### config.mk
export PLATFORM = sky130hd
export DESIGN_NAME = alu_rsp_arb
export DESIGN_NICKNAME = d
export VERILOG_FILES = /design/src/alu_pkg.sv /design/src/alu_rsp_arb.sv
export SDC_FILE = /design/constraint.sdc
export NUM_CORES = 1
export LEC_CHECK = 0
export BUFFER_PORTS_ARGS = -buffer_cell sky130_fd_sc_hd__clkbuf_2
export CORE_AREA = 2 2 212 214
export DETAILED_ROUTE_END_ITERATION = 8
export DIE_AREA = 0 0 214 216
export GPL_TIMING_DRIVEN = 0
export HOLD_SLACK_MARGIN = 0.06
export PLACE_DENSITY = 0.43
export REMOVE_ABC_BUFFERS = 1
export SYNTH_ARGS = -nofsm -noshare
export SYNTH_HDL_FRONTEND = slang
export SYNTH_SLANG_ARGS = --single-unit
### constraint.sdc
create_clock -name clk -period 11.7 [get_ports clk]
set_input_delay 2.34 -clock clk [delete_from_list [all_inputs] [get_ports clk]]
set_output_delay 2.34 -clock clk [all_outputs]
set_load 0.02 [all_outputs]
### src/alu_pkg.sv
`default_nettype none

package alu_pkg;

    // Core dimensions
    localparam int num_lanes = 4;
    localparam int xlen      = 32;
    localparam int num_warps = 8;
    localparam int nr_bits   = 5;
    localparam int uuid_bits = 8;

    typedef logic [xlen-1:0]               word_t;
    typedef logic [$clog2(num_warps)-1:0]  wid_t;
    typedef logic [nr_bits-1:0]            reg_idx_t;
    typedef logic [uuid_bits-1:0]          uuid_t;
    typedef logic [num_lanes-1:0]          tmask_t;

    // Integer, branch and multiply operations share one 4-bit opcode space
    typedef enum logic [3:0] {
        op_add, op_sub, op_and, op_or, op_xor,
        op_sll, op_srl, op_sra, op_slt, op_sltu,
        op_beq, op_bne, op_blt,
        op_mul, op_mulh, op_mulhu
    } alu_op_t;

    // Multiplies go to the pipelined unit, everything else to the integer unit
    function automatic logic is_mul_op(alu_op_t op);
        return op inside {op_mul, op_mulh, op_mulhu};
    endfunction

    // Instruction as issued by the dispatch stage
    typedef struct packed {
        uuid_t                  uuid;
        wid_t                   wid;
        tmask_t                 tmask;
        word_t                  pc;
        reg_idx_t               rd;
        logic                   wb;
        alu_op_t                op;
        word_t [num_lanes-1:0]  rs1;
        word_t [num_lanes-1:0]  rs2;
        word_t                  offset;
    } exec_req_t;

    // Writeback record toward the commit stage
    typedef struct packed {
        uuid_t                  uuid;
        wid_t                   wid;
        tmask_t                 tmask;
        word_t                  pc;
        reg_idx_t               rd;
        logic                   wb;
        word_t [num_lanes-1:0]  data;
    } commit_t;

    // Resolved branch sent back to the warp scheduler
    typedef struct packed {
        wid_t   wid;
        logic   taken;
        word_t  target;
    } branch_ctl_t;

endpackage

`default_nettype wire

### src/alu_rsp_arb.sv
`timescale 1ns/1ps
`default_nettype none

module alu_rsp_arb (
    input  logic              clk,
    input  logic              reset,
    input  logic              int_valid,
    input  alu_pkg::commit_t  int_data,
    output logic              int_ready,
    input  logic              mul_valid,
    input  alu_pkg::commit_t  mul_data,
    output logic              mul_ready,
    output logic              commit_valid,
    output alu_pkg::commit_t  commit_data,
    input  logic              commit_ready
);

    import alu_pkg::*;

    logic  prio_mul;
    logic  pick_mul;
    logic  load_en;
    logic  int_fire;
    logic  mul_fire;

    // Output register takes a new entry when empty or draining
    assign load_en = !commit_valid || commit_ready;

    // Round-robin only matters when both units are waiting
    assign pick_mul = (int_valid && mul_valid) ? prio_mul : mul_valid;

    assign int_ready = load_en && !pick_mul;
    assign mul_ready = load_en && pick_mul;

    assign int_fire = int_valid && int_ready;
    assign mul_fire = mul_valid && mul_ready;

    always_ff @(posedge clk) begin
        if (reset) begin
            prio_mul     <= 1'b0;
            commit_valid <= 1'b0;
        end else begin
            if (load_en) begin
                commit_valid <= int_valid || mul_valid;
            end
            // Hand priority to the other unit after a transfer
            if (mul_fire) begin
                prio_mul <= 1'b0;
            end else if (int_fire) begin
                prio_mul <= 1'b1;
            end
        end
    end

    always_ff @(posedge clk) begin
        if (int_fire || mul_fire) begin
            commit_data <= pick_mul ? mul_data : int_data;
        end
    end

    a_commit_hold: assert property (
        @(posedge clk) disable iff (reset)
        commit_valid && !commit_ready |=> commit_valid && $stable(commit_data)
    ) else $error("commit output changed while stalled");

endmodule

`default_nettype wire

Yosys cells after proc, flatten, opt, wreduce, memory -nomap -nowiden
Cells that the tools add are included.

storage, ports and cells
  input port bits = 367
  bits in latches = 0
  register bits after elaboration = 183
  memory bits (writable) = 0
  output and inout bits = 184
  logic and storage cells = 25
  bits in read-only memories = 0
  memories kept = 0

operators by class
  shifts and indexed selects = 0
  multipliers = 0
  div/mod/pow operators = 0
  add/sub/neg operators = 0
  order comparisons = 0
  equal/unequal tests = 0
  mux-type cells = 2
  bitwise gates (word level) = 0
  reductions and logical operators = 11

operators by type and width
  operator             count
  two-way mux 181 bit  1
  logical AND 1 bit    5
  logical OR 1 bit     3
  zero test 1 bit      2
  OR reduction 2 bit   1
  two-way mux 1 bit    1

Logic depth before layout (Yosys ltp)
  depth in word-level cells = 6
  mapped depth = 5
  depth with buffers taken out = 3

Least setup slack after synthesis
Ideal clock, no wire load.

  path type = input-to-reg
  from = input mul_valid
  to = register commit_data[0] (netlist name) (enable)
  arrival time = 9972 ps
  setup slack = 998 ps
  data required time = 10971 ps
  buffers on the path = 0
  stages = 2
  library setup time = 729 ps
  path through = nor2_1 nor2_1

on the way
  word-level cells in the longest chain between the ends = 6
  elaborated cells on any way between the ends = 8
  those cells by class = 1 x mux; 7 x reduce/logical

ends and longest elaborated chain
  what                  line               RTL
  from (decl)           alu_rsp_arb.sv:10  input logic mul_valid,
  logical AND 1 bit     alu_rsp_arb.sv:30  assign pick_mul = (int_valid && mul_valid) ? prio_mul : mul_valid;
  two-way mux 1 bit     alu_rsp_arb.sv:30
  zero test 1 bit       alu_rsp_arb.sv:32  assign int_ready = load_en && !pick_mul;
  logical AND 1 bit     alu_rsp_arb.sv:32
  logical AND 1 bit     alu_rsp_arb.sv:35  assign int_fire = int_valid && int_ready;
  logical OR 1 bit (*)  alu_rsp_arb.sv:56  if (int_fire || mul_fire) begin
  to (signal assigned)  alu_rsp_arb.sv:57  commit_data <= pick_mul ? mul_data : int_data;
  to (decl)             alu_rsp_arb.sv:14  output alu_pkg::commit_t commit_data,

Every way passes the cells marked *; elsewhere a longest branch is shown, timed or not.
A chain may end at the register's enable or synchronous reset.

Worst setup path after layout
  from = input int_valid
  to = output mul_ready

on the way
  word-level cells in the longest chain between the ends = 3

ends and longest elaborated chain
  what               line               RTL
  from (decl)        alu_rsp_arb.sv:7   input logic int_valid,
  logical AND 1 bit  alu_rsp_arb.sv:30
  two-way mux 1 bit  alu_rsp_arb.sv:30
  logical AND 1 bit  alu_rsp_arb.sv:33  assign mul_ready = load_en && pick_mul;
  to (decl)          alu_rsp_arb.sv:12  output logic mul_ready,

No other way between the ends.

==> results.py <==
metrics = {
    "timing": {
        "fin_skew_ns": 0.0103,
        "whs_ns": 0.545,
        "slew_headroom": 0.425,
        "rsz0062_at_grt": "no",
        "finalSetupViolCount": 0,
        "hold_viol": 0,
        "maxSlewViolCount": 0,
        "period_needed_ns": 6.00,
        "fmax_mhz": 167,
        "fin_crit_sh": 0.513,
        "worst_pin_slew_ns": 0.859,
        "setup_ws_ns": 5.70,
    },
    "logic_synthesis": {
        "synth_top_family_by_area": "multiplexers",
        "syn_area_per_cell_um2": 19.8,
        "synthAdderAreaFrac": 0,
        "synth-simple-area-share": 0.00384,
        "synth_xor_xnor_area_share": 0,
        "netlist_area_um2": 7830,
        "synthDistinctLibCells": 16,
        "synth_compound_area_frac": 0.00352,
        "seq_area_frac_synth": 0.699,
        "ys_ff_latch": 183,
        "muxShareOfSynthArea": 0.260,
        "syn_inst": 395,
        "yosys_warnings": 0,
    },
    "layout": {
        "utilization": 0.272,
        "num_antenna_cells": 0,
        "drive_above_1_share": 0.626,
        "final_net_count": 1324,
        "syn_to_final_growth_pct": 52.4,
        "post-route-cell-area_um2": 11900,
    },
    "cts": {
        "cts_made_buffers": 17,
        "cts_tree": "yes",
        "clock-sinks": 183,
        "cts_root_buf": "clkbuf_16",
        "clkTransAtPathRegs_ns": 0.07,
        "h-tree-depth": 4,
        "cts-resized-gates": 0,
        "clk_path_buf_depth": 2,
        "clk_latency_ns": 0.47,
        "hold_buffers": 0,
        "cts_setup_buffers": 0,
    },
    "drt": {
        "vias": 5695,
        "dr.pass1.iters": 4,
        "drt-total-wl_um": 24200,
        "routedWlPerCell_um": 15.5,
        "drc": 0,
        "antenna_left": 0,
        "vias_per_cell": 3.65,
        "first_iter_violations": 177,
    },
    "worst_setup_path": {
        "worstPathRequired_ns": 9.36,
        "cp.arrival_ns": 3.66,
        "end_kind": "primary output",
        "path_class": "in2out",
        "cpPeakStageDelay_ns": 0.66,
        "crit_fanout": 21,
        "cp-start-kind": "input port",
        "critPathSlowestCell": "o21ai_4",
        "worst_path_most_repeated_cell": "clkbuf_2",
        "path_cells": "clkbuf_2, inv_2, o21ai_4, buf_16, nor2_1, clkbuf_2",
    },
    "grt": {
        "grt_max_degree": 32,
        "met3_usage": 0.0503,
        "grt.overflow.total": 0,
        "grt_antenna_before_repair": 0,
        "grt_use_met2": 0.180,
        "top_usage_layer": "met2",
        "grtUsageTotal": 0.106,
        "grt_pass1_wl_um": 35900,
        "gr-usage-met1": 0.110,
        "grt_pass1_vias": 5980,
    },
    "placement": {
        "port_buffers": 550,
        "gp_congestion": 0.792,
        "place_area_um2": 11400,
        "dpl_worst_slack_ns": 5.62,
        "dp_hpwl_um": 19500,
    },
    "floorplan": {
        "start_util": 0.179,
        "dieArea_um2": 46200,
        "ios": 551,
        "rows": 77,
        "dieWidth_um": 214,
        "core_um2": 43800,
        "die_height_um": 216,
    },
    "power_and_ir_drop": {
        "p_leak_nw": 5.27,
        "peakVddDrop_v": 0.0000917,
        "powerDensity_nw_per_um2": 144,
    },
    "run_status": {
        "run_status": "complete, no violations",
    },
    "flow_run": {
        "max-cap-violations": 0,
    },
    "hold_path": {
        "min_path_type": "reg2reg",
    },
}
stage by stage:
step                power, mW  cells  setup TNS [ns]
floorplan                1.01    375               0
CTS                      1.76   1559               0
finish                   1.72   1559               0
detailed placement       1.16   1530               0
global route             1.80   1559               0
global placement         1.17   1517         -632.78
flip-flops by register name, summed over array words and instances (netlist names):
signal,count
commit_data,181
prio_mul,1
commit_valid,1
critical path: cells and delay by family:
kind | cells | cell delay (ns)
AO/OA/AOI/OAI | 1 | 0.66
AND/OR/NAND/NOR | 1 | 0.07
buffers and inverters | 4 | 0.58
where the power goes:
group          total, mW  leakage (nW)  switching, mW  internal (mW)
Clock              0.587         0.272          0.257          0.330
Sequential         0.817          1.82         0.0172          0.800
Combinational      0.315          3.18          0.180          0.134
Total               1.72          5.27          0.455           1.26
cells in the mapped netlist, drive strengths merged:
| cell | n | area (um^2) |
|---|---|---|
| and2 | 1 | 6.26 |
| a311oi | 1 | 8.76 |
| nor2b | 1 | 6.26 |
| a21oi | 2 | 10.0 |
| buf | 20 | 253 |
| edfxtp | 181 | 5440 |
| o21ai | 1 | 8.76 |
| mux2 | 181 | 2040 |
| nor2 | 3 | 11.3 |
| dfxtp | 2 | 40.0 |
| nand2b | 1 | 6.26 |
| inv | 1 | 3.75 |
routing by layer:
metal  vias up  wire (um)  part of all wire
li1       2677          -                 -
met1      2663       8970              0.37
met2       321      12200              0.50
met3        34       2430              0.10
met4         0        613             0.025
met5         -          0                 0
logic make-up after synthesis:
group	after synthesis
AO/OA/AOI/OAI	4
buffers and inverters	21
flip-flops	183
multiplexers	181
AND/OR/NAND/NOR	6
cell usage in the layout (no fill, tap or decap):
| cell | n |
|---|---|
| mux2_2 | 13 |
| bufinv_16 | 3 |
| clkinv_2 | 3 |
| clkinv_1 | 1 |
| nor2b_1 | 1 |
| buf_12 | 10 |
| clkinvlp_4 | 2 |
| clkbuf_16 | 17 |
| a311oi_1 | 1 |
| nand2b_1 | 1 |
| clkinv_4 | 1 |
| dfxtp_1 | 2 |
| nor2_4 | 1 |
| nor2_1 | 2 |
| clkbuf_2 | 550 |
| inv_2 | 1 |
| buf_16 | 3 |
| clkbuf_1 | 2 |
| mux2_1 | 168 |
| a21oi_1 | 2 |
| edfxtp_1 | 181 |
| and2_1 | 1 |
| o21ai_4 | 1 |
path summary, 6_finish.rpt:
check	start	to	slack, ns	cells past startpoint
worst max-delay path	int_valid	mul_ready	5.70	6
worst max register to register	prio_mul	commit_data[55]	9.29	5
worst min-delay path	prio_mul	prio_mul	0.54	1
worst min register to register	prio_mul	prio_mul	0.54	1
cell type report:
class	count	area [um^2]
fill	4589	31900
sequential	183	5480
timing repair buffer	563	3040
multi-input combinational	191	2110
tap	592	741
clock buffer	19	433
clock inverter	10	133
inverter	1	3.75
No activity file was read; power rests on OpenSTA's default activity.
