### config.mk
export PLATFORM = sky130hd
export DESIGN_NAME = alu_int_unit
export DESIGN_NICKNAME = d
export VERILOG_FILES = /design/src/alu_pkg.sv /design/src/alu_int_unit.sv
export SDC_FILE = /design/constraint.sdc
export NUM_CORES = 2
export LEC_CHECK = 0
export ABC_AREA = 1
export ABC_CLOCK_PERIOD_IN_PS = 5550
export BUFFER_PORTS_ARGS = -buffer_cell sky130_fd_sc_hd__buf_2
export CAP_MARGIN = 20
export CORE_ASPECT_RATIO = 2
export CORE_UTILIZATION = 60
export DETAILED_ROUTE_END_ITERATION = 8
export PLACE_DENSITY = 0.91
export SLEW_MARGIN = 20
export SYNTH_ARGS = -nofsm -noshare
export SYNTH_HDL_FRONTEND = slang
export SYNTH_SLANG_ARGS = --single-unit
### constraint.sdc
create_clock -name clk -period 5.55 [get_ports clk]
set_input_delay 0 -clock clk [delete_from_list [all_inputs] [get_ports clk]]
set_output_delay 0 -clock clk [all_outputs]
set_load 0.05 [all_outputs]
### src/alu_pkg.sv
`default_nettype none

package alu_pkg;

    // Core dimensions
    localparam int num_lanes = 4;
    localparam int xlen      = 32;
    localparam int num_warps = 8;
    localparam int nr_bits   = 5;
    localparam int uuid_bits = 8;

    typedef logic [xlen-1:0]               word_t;
    typedef logic [$clog2(num_warps)-1:0]  wid_t;
    typedef logic [nr_bits-1:0]            reg_idx_t;
    typedef logic [uuid_bits-1:0]          uuid_t;
    typedef logic [num_lanes-1:0]          tmask_t;

    // Integer, branch and multiply operations share one 4-bit opcode space
    typedef enum logic [3:0] {
        op_add, op_sub, op_and, op_or, op_xor,
        op_sll, op_srl, op_sra, op_slt, op_sltu,
        op_beq, op_bne, op_blt,
        op_mul, op_mulh, op_mulhu
    } alu_op_t;

    // Multiplies go to the pipelined unit, everything else to the integer unit
    function automatic logic is_mul_op(alu_op_t op);
        return op inside {op_mul, op_mulh, op_mulhu};
    endfunction

    // Instruction as issued by the dispatch stage
    typedef struct packed {
        uuid_t                  uuid;
        wid_t                   wid;
        tmask_t                 tmask;
        word_t                  pc;
        reg_idx_t               rd;
        logic                   wb;
        alu_op_t                op;
        word_t [num_lanes-1:0]  rs1;
        word_t [num_lanes-1:0]  rs2;
        word_t                  offset;
    } exec_req_t;

    // Writeback record toward the commit stage
    typedef struct packed {
        uuid_t                  uuid;
        wid_t                   wid;
        tmask_t                 tmask;
        word_t                  pc;
        reg_idx_t               rd;
        logic                   wb;
        word_t [num_lanes-1:0]  data;
    } commit_t;

    // Resolved branch sent back to the warp scheduler
    typedef struct packed {
        wid_t   wid;
        logic   taken;
        word_t  target;
    } branch_ctl_t;

endpackage

`default_nettype wire

### src/alu_int_unit.sv
`timescale 1ns/1ps
`default_nettype none

module alu_int_unit (
    input  logic                  clk,
    input  logic                  reset,
    input  logic                  in_valid,
    input  alu_pkg::exec_req_t    in_data,
    output logic                  in_ready,
    output logic                  out_valid,
    output alu_pkg::commit_t      out_data,
    input  logic                  out_ready,
    output logic                  branch_valid,
    output alu_pkg::branch_ctl_t  branch_data
);

    import alu_pkg::*;

    word_t [num_lanes-1:0]  lane_res;
    logic                   is_branch;
    logic                   br_taken;
    word_t                  br_target;
    logic                   in_fire;

    // Single output register, refilled while it drains
    assign in_ready = !out_valid || out_ready;
    assign in_fire  = in_valid && in_ready;

    assign is_branch = in_data.op inside {op_beq, op_bne, op_blt};

    // Per-lane ALU
    always_comb begin
        logic [4:0] shamt;
        for (int i = 0; i < num_lanes; i++) begin
            shamt = in_data.rs2[i][4:0];
            case (in_data.op)
                op_add:  lane_res[i] = in_data.rs1[i] + in_data.rs2[i];
                op_sub:  lane_res[i] = in_data.rs1[i] - in_data.rs2[i];
                op_and:  lane_res[i] = in_data.rs1[i] & in_data.rs2[i];
                op_or:   lane_res[i] = in_data.rs1[i] | in_data.rs2[i];
                op_xor:  lane_res[i] = in_data.rs1[i] ^ in_data.rs2[i];
                op_sll:  lane_res[i] = in_data.rs1[i] << shamt;
                op_srl:  lane_res[i] = in_data.rs1[i] >> shamt;
                op_sra:  lane_res[i] = word_t'($signed(in_data.rs1[i]) >>> shamt);
                op_slt:  lane_res[i] = word_t'($signed(in_data.rs1[i]) < $signed(in_data.rs2[i]));
                op_sltu: lane_res[i] = word_t'(in_data.rs1[i] < in_data.rs2[i]);
                default: lane_res[i] = '0;
            endcase
        end
    end

    // Branch outcome taken from the lowest active lane
    always_comb begin
        br_taken = 1'b0;
        for (int i = num_lanes - 1; i >= 0; i--) begin
            if (in_data.tmask[i] || i == 0 && in_data.tmask == '0) begin
                case (in_data.op)
                    op_beq:  br_taken = (in_data.rs1[i] == in_data.rs2[i]);
                    op_bne:  br_taken = (in_data.rs1[i] != in_data.rs2[i]);
                    op_blt:  br_taken = ($signed(in_data.rs1[i]) < $signed(in_data.rs2[i]));
                    default: br_taken = 1'b0;
                endcase
            end
        end
        br_target = br_taken ? in_data.pc + in_data.offset : in_data.pc + word_t'(4);
    end

    always_ff @(posedge clk) begin
        if (reset) begin
            out_valid    <= 1'b0;
            branch_valid <= 1'b0;
        end else begin
            if (in_ready) begin
                out_valid <= in_valid;
            end
            branch_valid <= in_fire && is_branch;
        end
    end

    always_ff @(posedge clk) begin
        if (in_fire) begin
            out_data.uuid  <= in_data.uuid;
            out_data.wid   <= in_data.wid;
            out_data.tmask <= in_data.tmask;
            out_data.pc    <= in_data.pc;
            out_data.rd    <= in_data.rd;
            // Branches write nothing back
            out_data.wb    <= in_data.wb && !is_branch;
            out_data.data  <= is_branch ? '0 : lane_res;
        end
        if (in_fire && is_branch) begin
            branch_data.wid    <= in_data.wid;
            branch_data.taken  <= br_taken;
            branch_data.target <= br_target;
        end
    end

    a_no_branch_in_reset: assert property (
        @(posedge clk) reset |=> !branch_valid
    ) else $error("branch report raised during reset");

endmodule

`default_nettype wire

==> results of run 1 <==
[what timing repair did]
item | CTS
endpoints found under the hold margin | 91
hold buffers | 63
endpoints found under the setup margin | 0
[logic make-up after synthesis]
logic type | count (synthesis)
and+or+nand+nor | 3291
AOI/OAI and AO/OA | 2091
xor gates and xnor gates | 66
buffers and inverters | 1311
muxes | 42
DFF | 219
adders and majority gates | 429
[per-stage QoR]
| step | hold slack, ns | setup WS [ns] | area [um2] | util | cells |
|---|---|---|---|---|---|
| 4_1_cts | 0.0170 | 2.04 | 48500 | 0.665 | 8723 |
| 3_5_place_dp | 0.178 | 1.62 | 47000 | 0.645 | 8614 |
| 3_3_place_gp | 0.177 | 1.69 | 47000 | 0.645 | 8614 |
| 2_1_floorplan | 0.0691 | 0.384 | 44200 | - | 7449 |
[routing by layer]
layer	overflow	GRT usage
met5	0	0.0461
met4	210	0.769
met3	2	0.346
met2	486	0.958
met1	2	0.659
==> impl_metrics.toml, run 1 <==
[placed_design]
gp_congestion = 1.23
hpwlAfterDp_um = 185000
portBuffers = 568

[floorplan]
die_x_um = 194
initial_core_util = 0.606
chipHeight_um = 386
rows = 140
top_level_ports = 569

[clocking]
post_cts_buffers = 0
numCtsBuffers = 25
cts_buffer_depth = 3
cts.htree.levels = 1
post_cts_resized = 0
root_buffer = "clkbuf_16"
cts.sinks = 219

[synth]
synthArstFlopShare = 0
synth_compound_area_frac = 0.271
synth.distinct_cells = 68
synth_nets = 8227
syn_inst = 7449
synth_edf_count = 217
yosys_warnings = 0
synth.avg_cell_area_um2 = 5.93
yosys.area.top_type_share = 0.155
synthMuxAreaShare = 0.00951
synth_top_family_by_area = "simple AND/OR/NAND/NOR gates"
synth_seq_area_share = 0.148
synth_xor_area_frac = 0.0131
ys_top_cells_by_area = "nand2_1 (16%), edfxtp_1 (15%), ha_1 (12%)"
synth_area_um2 = 44200
yosys.area_share.adder = 0.123
synth_top_area_cell = "nand2_1"
yosysMostFrequentCell = "nand2_1"
ys.flop_type = "edfxtp_1"
synthTopCellsByCount = "nand2_1 (1,825), o21ai_0 (878), inv_1 (876)"
post_synth_and_or_nand_nor_area_fraction = 0.316
synth-seq-cells = 219

[global_route]
grt_pass1_vias = 60000
grt_pass1_wl_um = 380000
grt_max_degree = 86
overflow = 700
grt_usage = 0.672

[status]
lastStage = "global routing (5_1_grt)"
stop_error = "[ERROR GRT-0116] Global routing finished with congestion. Check the congestion regions in the DRC Viewer."
status = "did not finish"
==> run 2: changes to the inputs <==
Settings changed: CORE_ASPECT_RATIO 2 to not set, CORE_UTILIZATION 60 to 40, PLACE_DENSITY 0.91 to not set, PLACE_DENSITY_LB_ADDON set to 0.15.
==> impl_metrics.toml, run 2 <==
[timing]
period_share = 0.673
fin_crit_ns = 3.73
fin_skew_ns = 0.0454
max_freq_mhz = 268
hold-worst-slack_ns = 0.0243
rsz0062_at_grt = "false"
setup-violations-final = 0
slew_viol_final = 0
relSlewSlack = 0.209
fin_setup_tns_ns = 0
worstMarginPinSlew_ns = 1.18
hold_viol = 0

[synth]
syn_inst = 7449
synthArstFlopShare = 0
synth.distinct_cells = 68
synth_nets = 8227
yosysMostFrequentCell = "nand2_1"
synth.avg_cell_area_um2 = 5.93
synth_area_um2 = 44200
synthTopCellsByCount = "nand2_1 (1,825), o21ai_0 (878), inv_1 (876)"
synth_edf_count = 217
synth-seq-cells = 219
ys.flop_type = "edfxtp_1"
yosys_warnings = 0
ys_top_cells_by_area = "nand2_1 (16%), edfxtp_1 (15%), ha_1 (12%)"
yosys.area.top_type_share = 0.155
synth_seq_area_share = 0.148
synth_top_area_cell = "nand2_1"

[clocking]
cts_tree = "built"
clkSlewWorstSetupHoldPaths_ns = 0.06
hold_buffers = 79
root_buffer = "clkbuf_16"
numCtsBuffers = 31
post_cts_buffers = 0
cts_buffer_depth = 3
cts.sinks = 219
post_cts_resized = 0
worstSkewPairLatency_ns = 0.70
cts.htree.levels = 1

[flow_run]
max_cap_violations = 0

[global_route]
grt_max_degree = 95
grt_pass1_vias = 52300
grt_usage = 0.419
grt_pass1_wl_um = 351000
antenna_found_initial = 16
overflow = 0

[finish]
nets = 8586
mostFrequentLayoutCells = "nand2_1 (1,824), o21ai_0 (877), inv_1 (866), nor2_1 (630), a21oi_1 (622)"
instances_no_fill = 9316
largest_register_ffs = 181
syn_to_final_growth_pct = 12.1
drive_gt1_frac = 0.114
mostFrequentLayoutCell = "nand2_1"
fin_util = 0.454
largest-register = "out_data"
top_regs = "out_data x181, branch_data x36"

[pwr]
power_density_nw_per_um2 = 182
finalPower_mw = 9.00
leakage_nw = 23.7
ir_drop_v = 0.000273

[hold_path]
hold_depth = 3
hold_path.class = "in2reg"

[critical_path]
worstPathArrival_ns = 4.16
slowest_stage = "o21ai_0"
critical_path.max_stage_delay_ns = 0.92
crit_fanout = 20
end_kind = "flop"
path_cells = "dlygate4sd3_1 -> buf_2 -> inv_1 -> ha_1 -> nand2_1 -> o21ai_0 -> inv_1 -> o21ai_0 -> nand3_1 -> nand2_1 -> a21oi_1 -> o21ai_0 -> nand3_1"
worst_ep_required_time_ns = 5.98
path_class = "in2reg"
r2r_cells = 4
cp-start-kind = "primary input"
timing.critical_path.mode_cell = "o21ai_0"

[routing]
vias_per_cell = 6.05
detail_route.wl_per_cell_um = 26.4
drtPass1Iterations = 6
num_vias = 56400
drc = 0
drt_iter0_drc = 7179
wirelength_um = 246000
final_antenna_net_count = 0

[floorplan]
die_area_um2 = 112000
top_level_ports = 569
initial_core_util = 0.405
core_um2 = 109000
die_x_um = 334
rows = 121
chipHeight_um = 334

[placed_design]
hpwlAfterDp_um = 198000
gp_congestion = 1.07
dpl.cell_count = 9171
portBuffers = 568

[status]
status = "finished, final reports clean"
-- run 2: cell counts after synthesis --
Identical to the previous run, type by type.
-- run 2: power breakdown --
group	switching, mW	leakage (nW)	internal, mW
sequential	0.0530	2.15	1.99
clock	0.954	0.481	1.15
combinational	3.59	21.1	1.25
-- run 2: final cells by class --
type	count	area, um2
fill	12000	59600
sequential	219	6560
timing repair buffer	720	4230
antenna	8	20.0
multi-input combinational	5919	32500
inverter	917	3450
clock inverter	16	164
clock buffer	41	833
tap	1476	1850
-- run 2: worst paths after layout --
check	start	end	slack, ns
hold reg to reg	out_valid	branch_data[11]	1.02
setup / recovery	in_data[36]	out_data[26]	1.82
hold / removal	in_valid	branch_data[11]	0.02
setup reg to reg	out_valid	out_data[3]	3.29
-- run 2: routing by layer --
metal  global-route usage  vias to the layer above  share of wire
li1                     -                    26000              -
met1                0.541                    26400           0.40
met2                0.652                     3399           0.43
met3               0.0810                      637           0.10
met4                0.231                       14          0.062
met5                    0                        -        0.00037
-- run 2: through the flow --
step / cell area [um2] / worst slack, ns
2_1_floorplan: 44200 / 0.384
3_3_place_gp: 47700 / 1.58
3_5_place_dp: 47700 / 1.65
4_1_cts: 49500 / 2.01
5_1_grt: 49500 / 1.73
6_report: 49600 / 1.82
-- run 2: cell families (layout without fill, tap and decap cells) --
group	after synthesis	in the layout	share of synthesized area
muxes	42	42	0.00951
AOI/OAI and AO/OA	2091	2091	0.271
adders and majority gates	429	429	0.123
DFF	219	219	0.148
buffers and inverters	1311	1694	0.119
other	0	8	0
and+or+nand+nor	3291	3291	0.316
xor gates and xnor gates	66	66	0.0131
-- run 2: critical path, delay by kind of cell --
family	cells	cell delay, ns
buffers and inverters	4	1.32
adder cells (fa/ha/maj)	1	0.43
AO/OA/AOI/OAI	4	1.83
AND/OR/NAND/NOR	4	0.57
No activity file was read; power rests on OpenSTA's default activity.
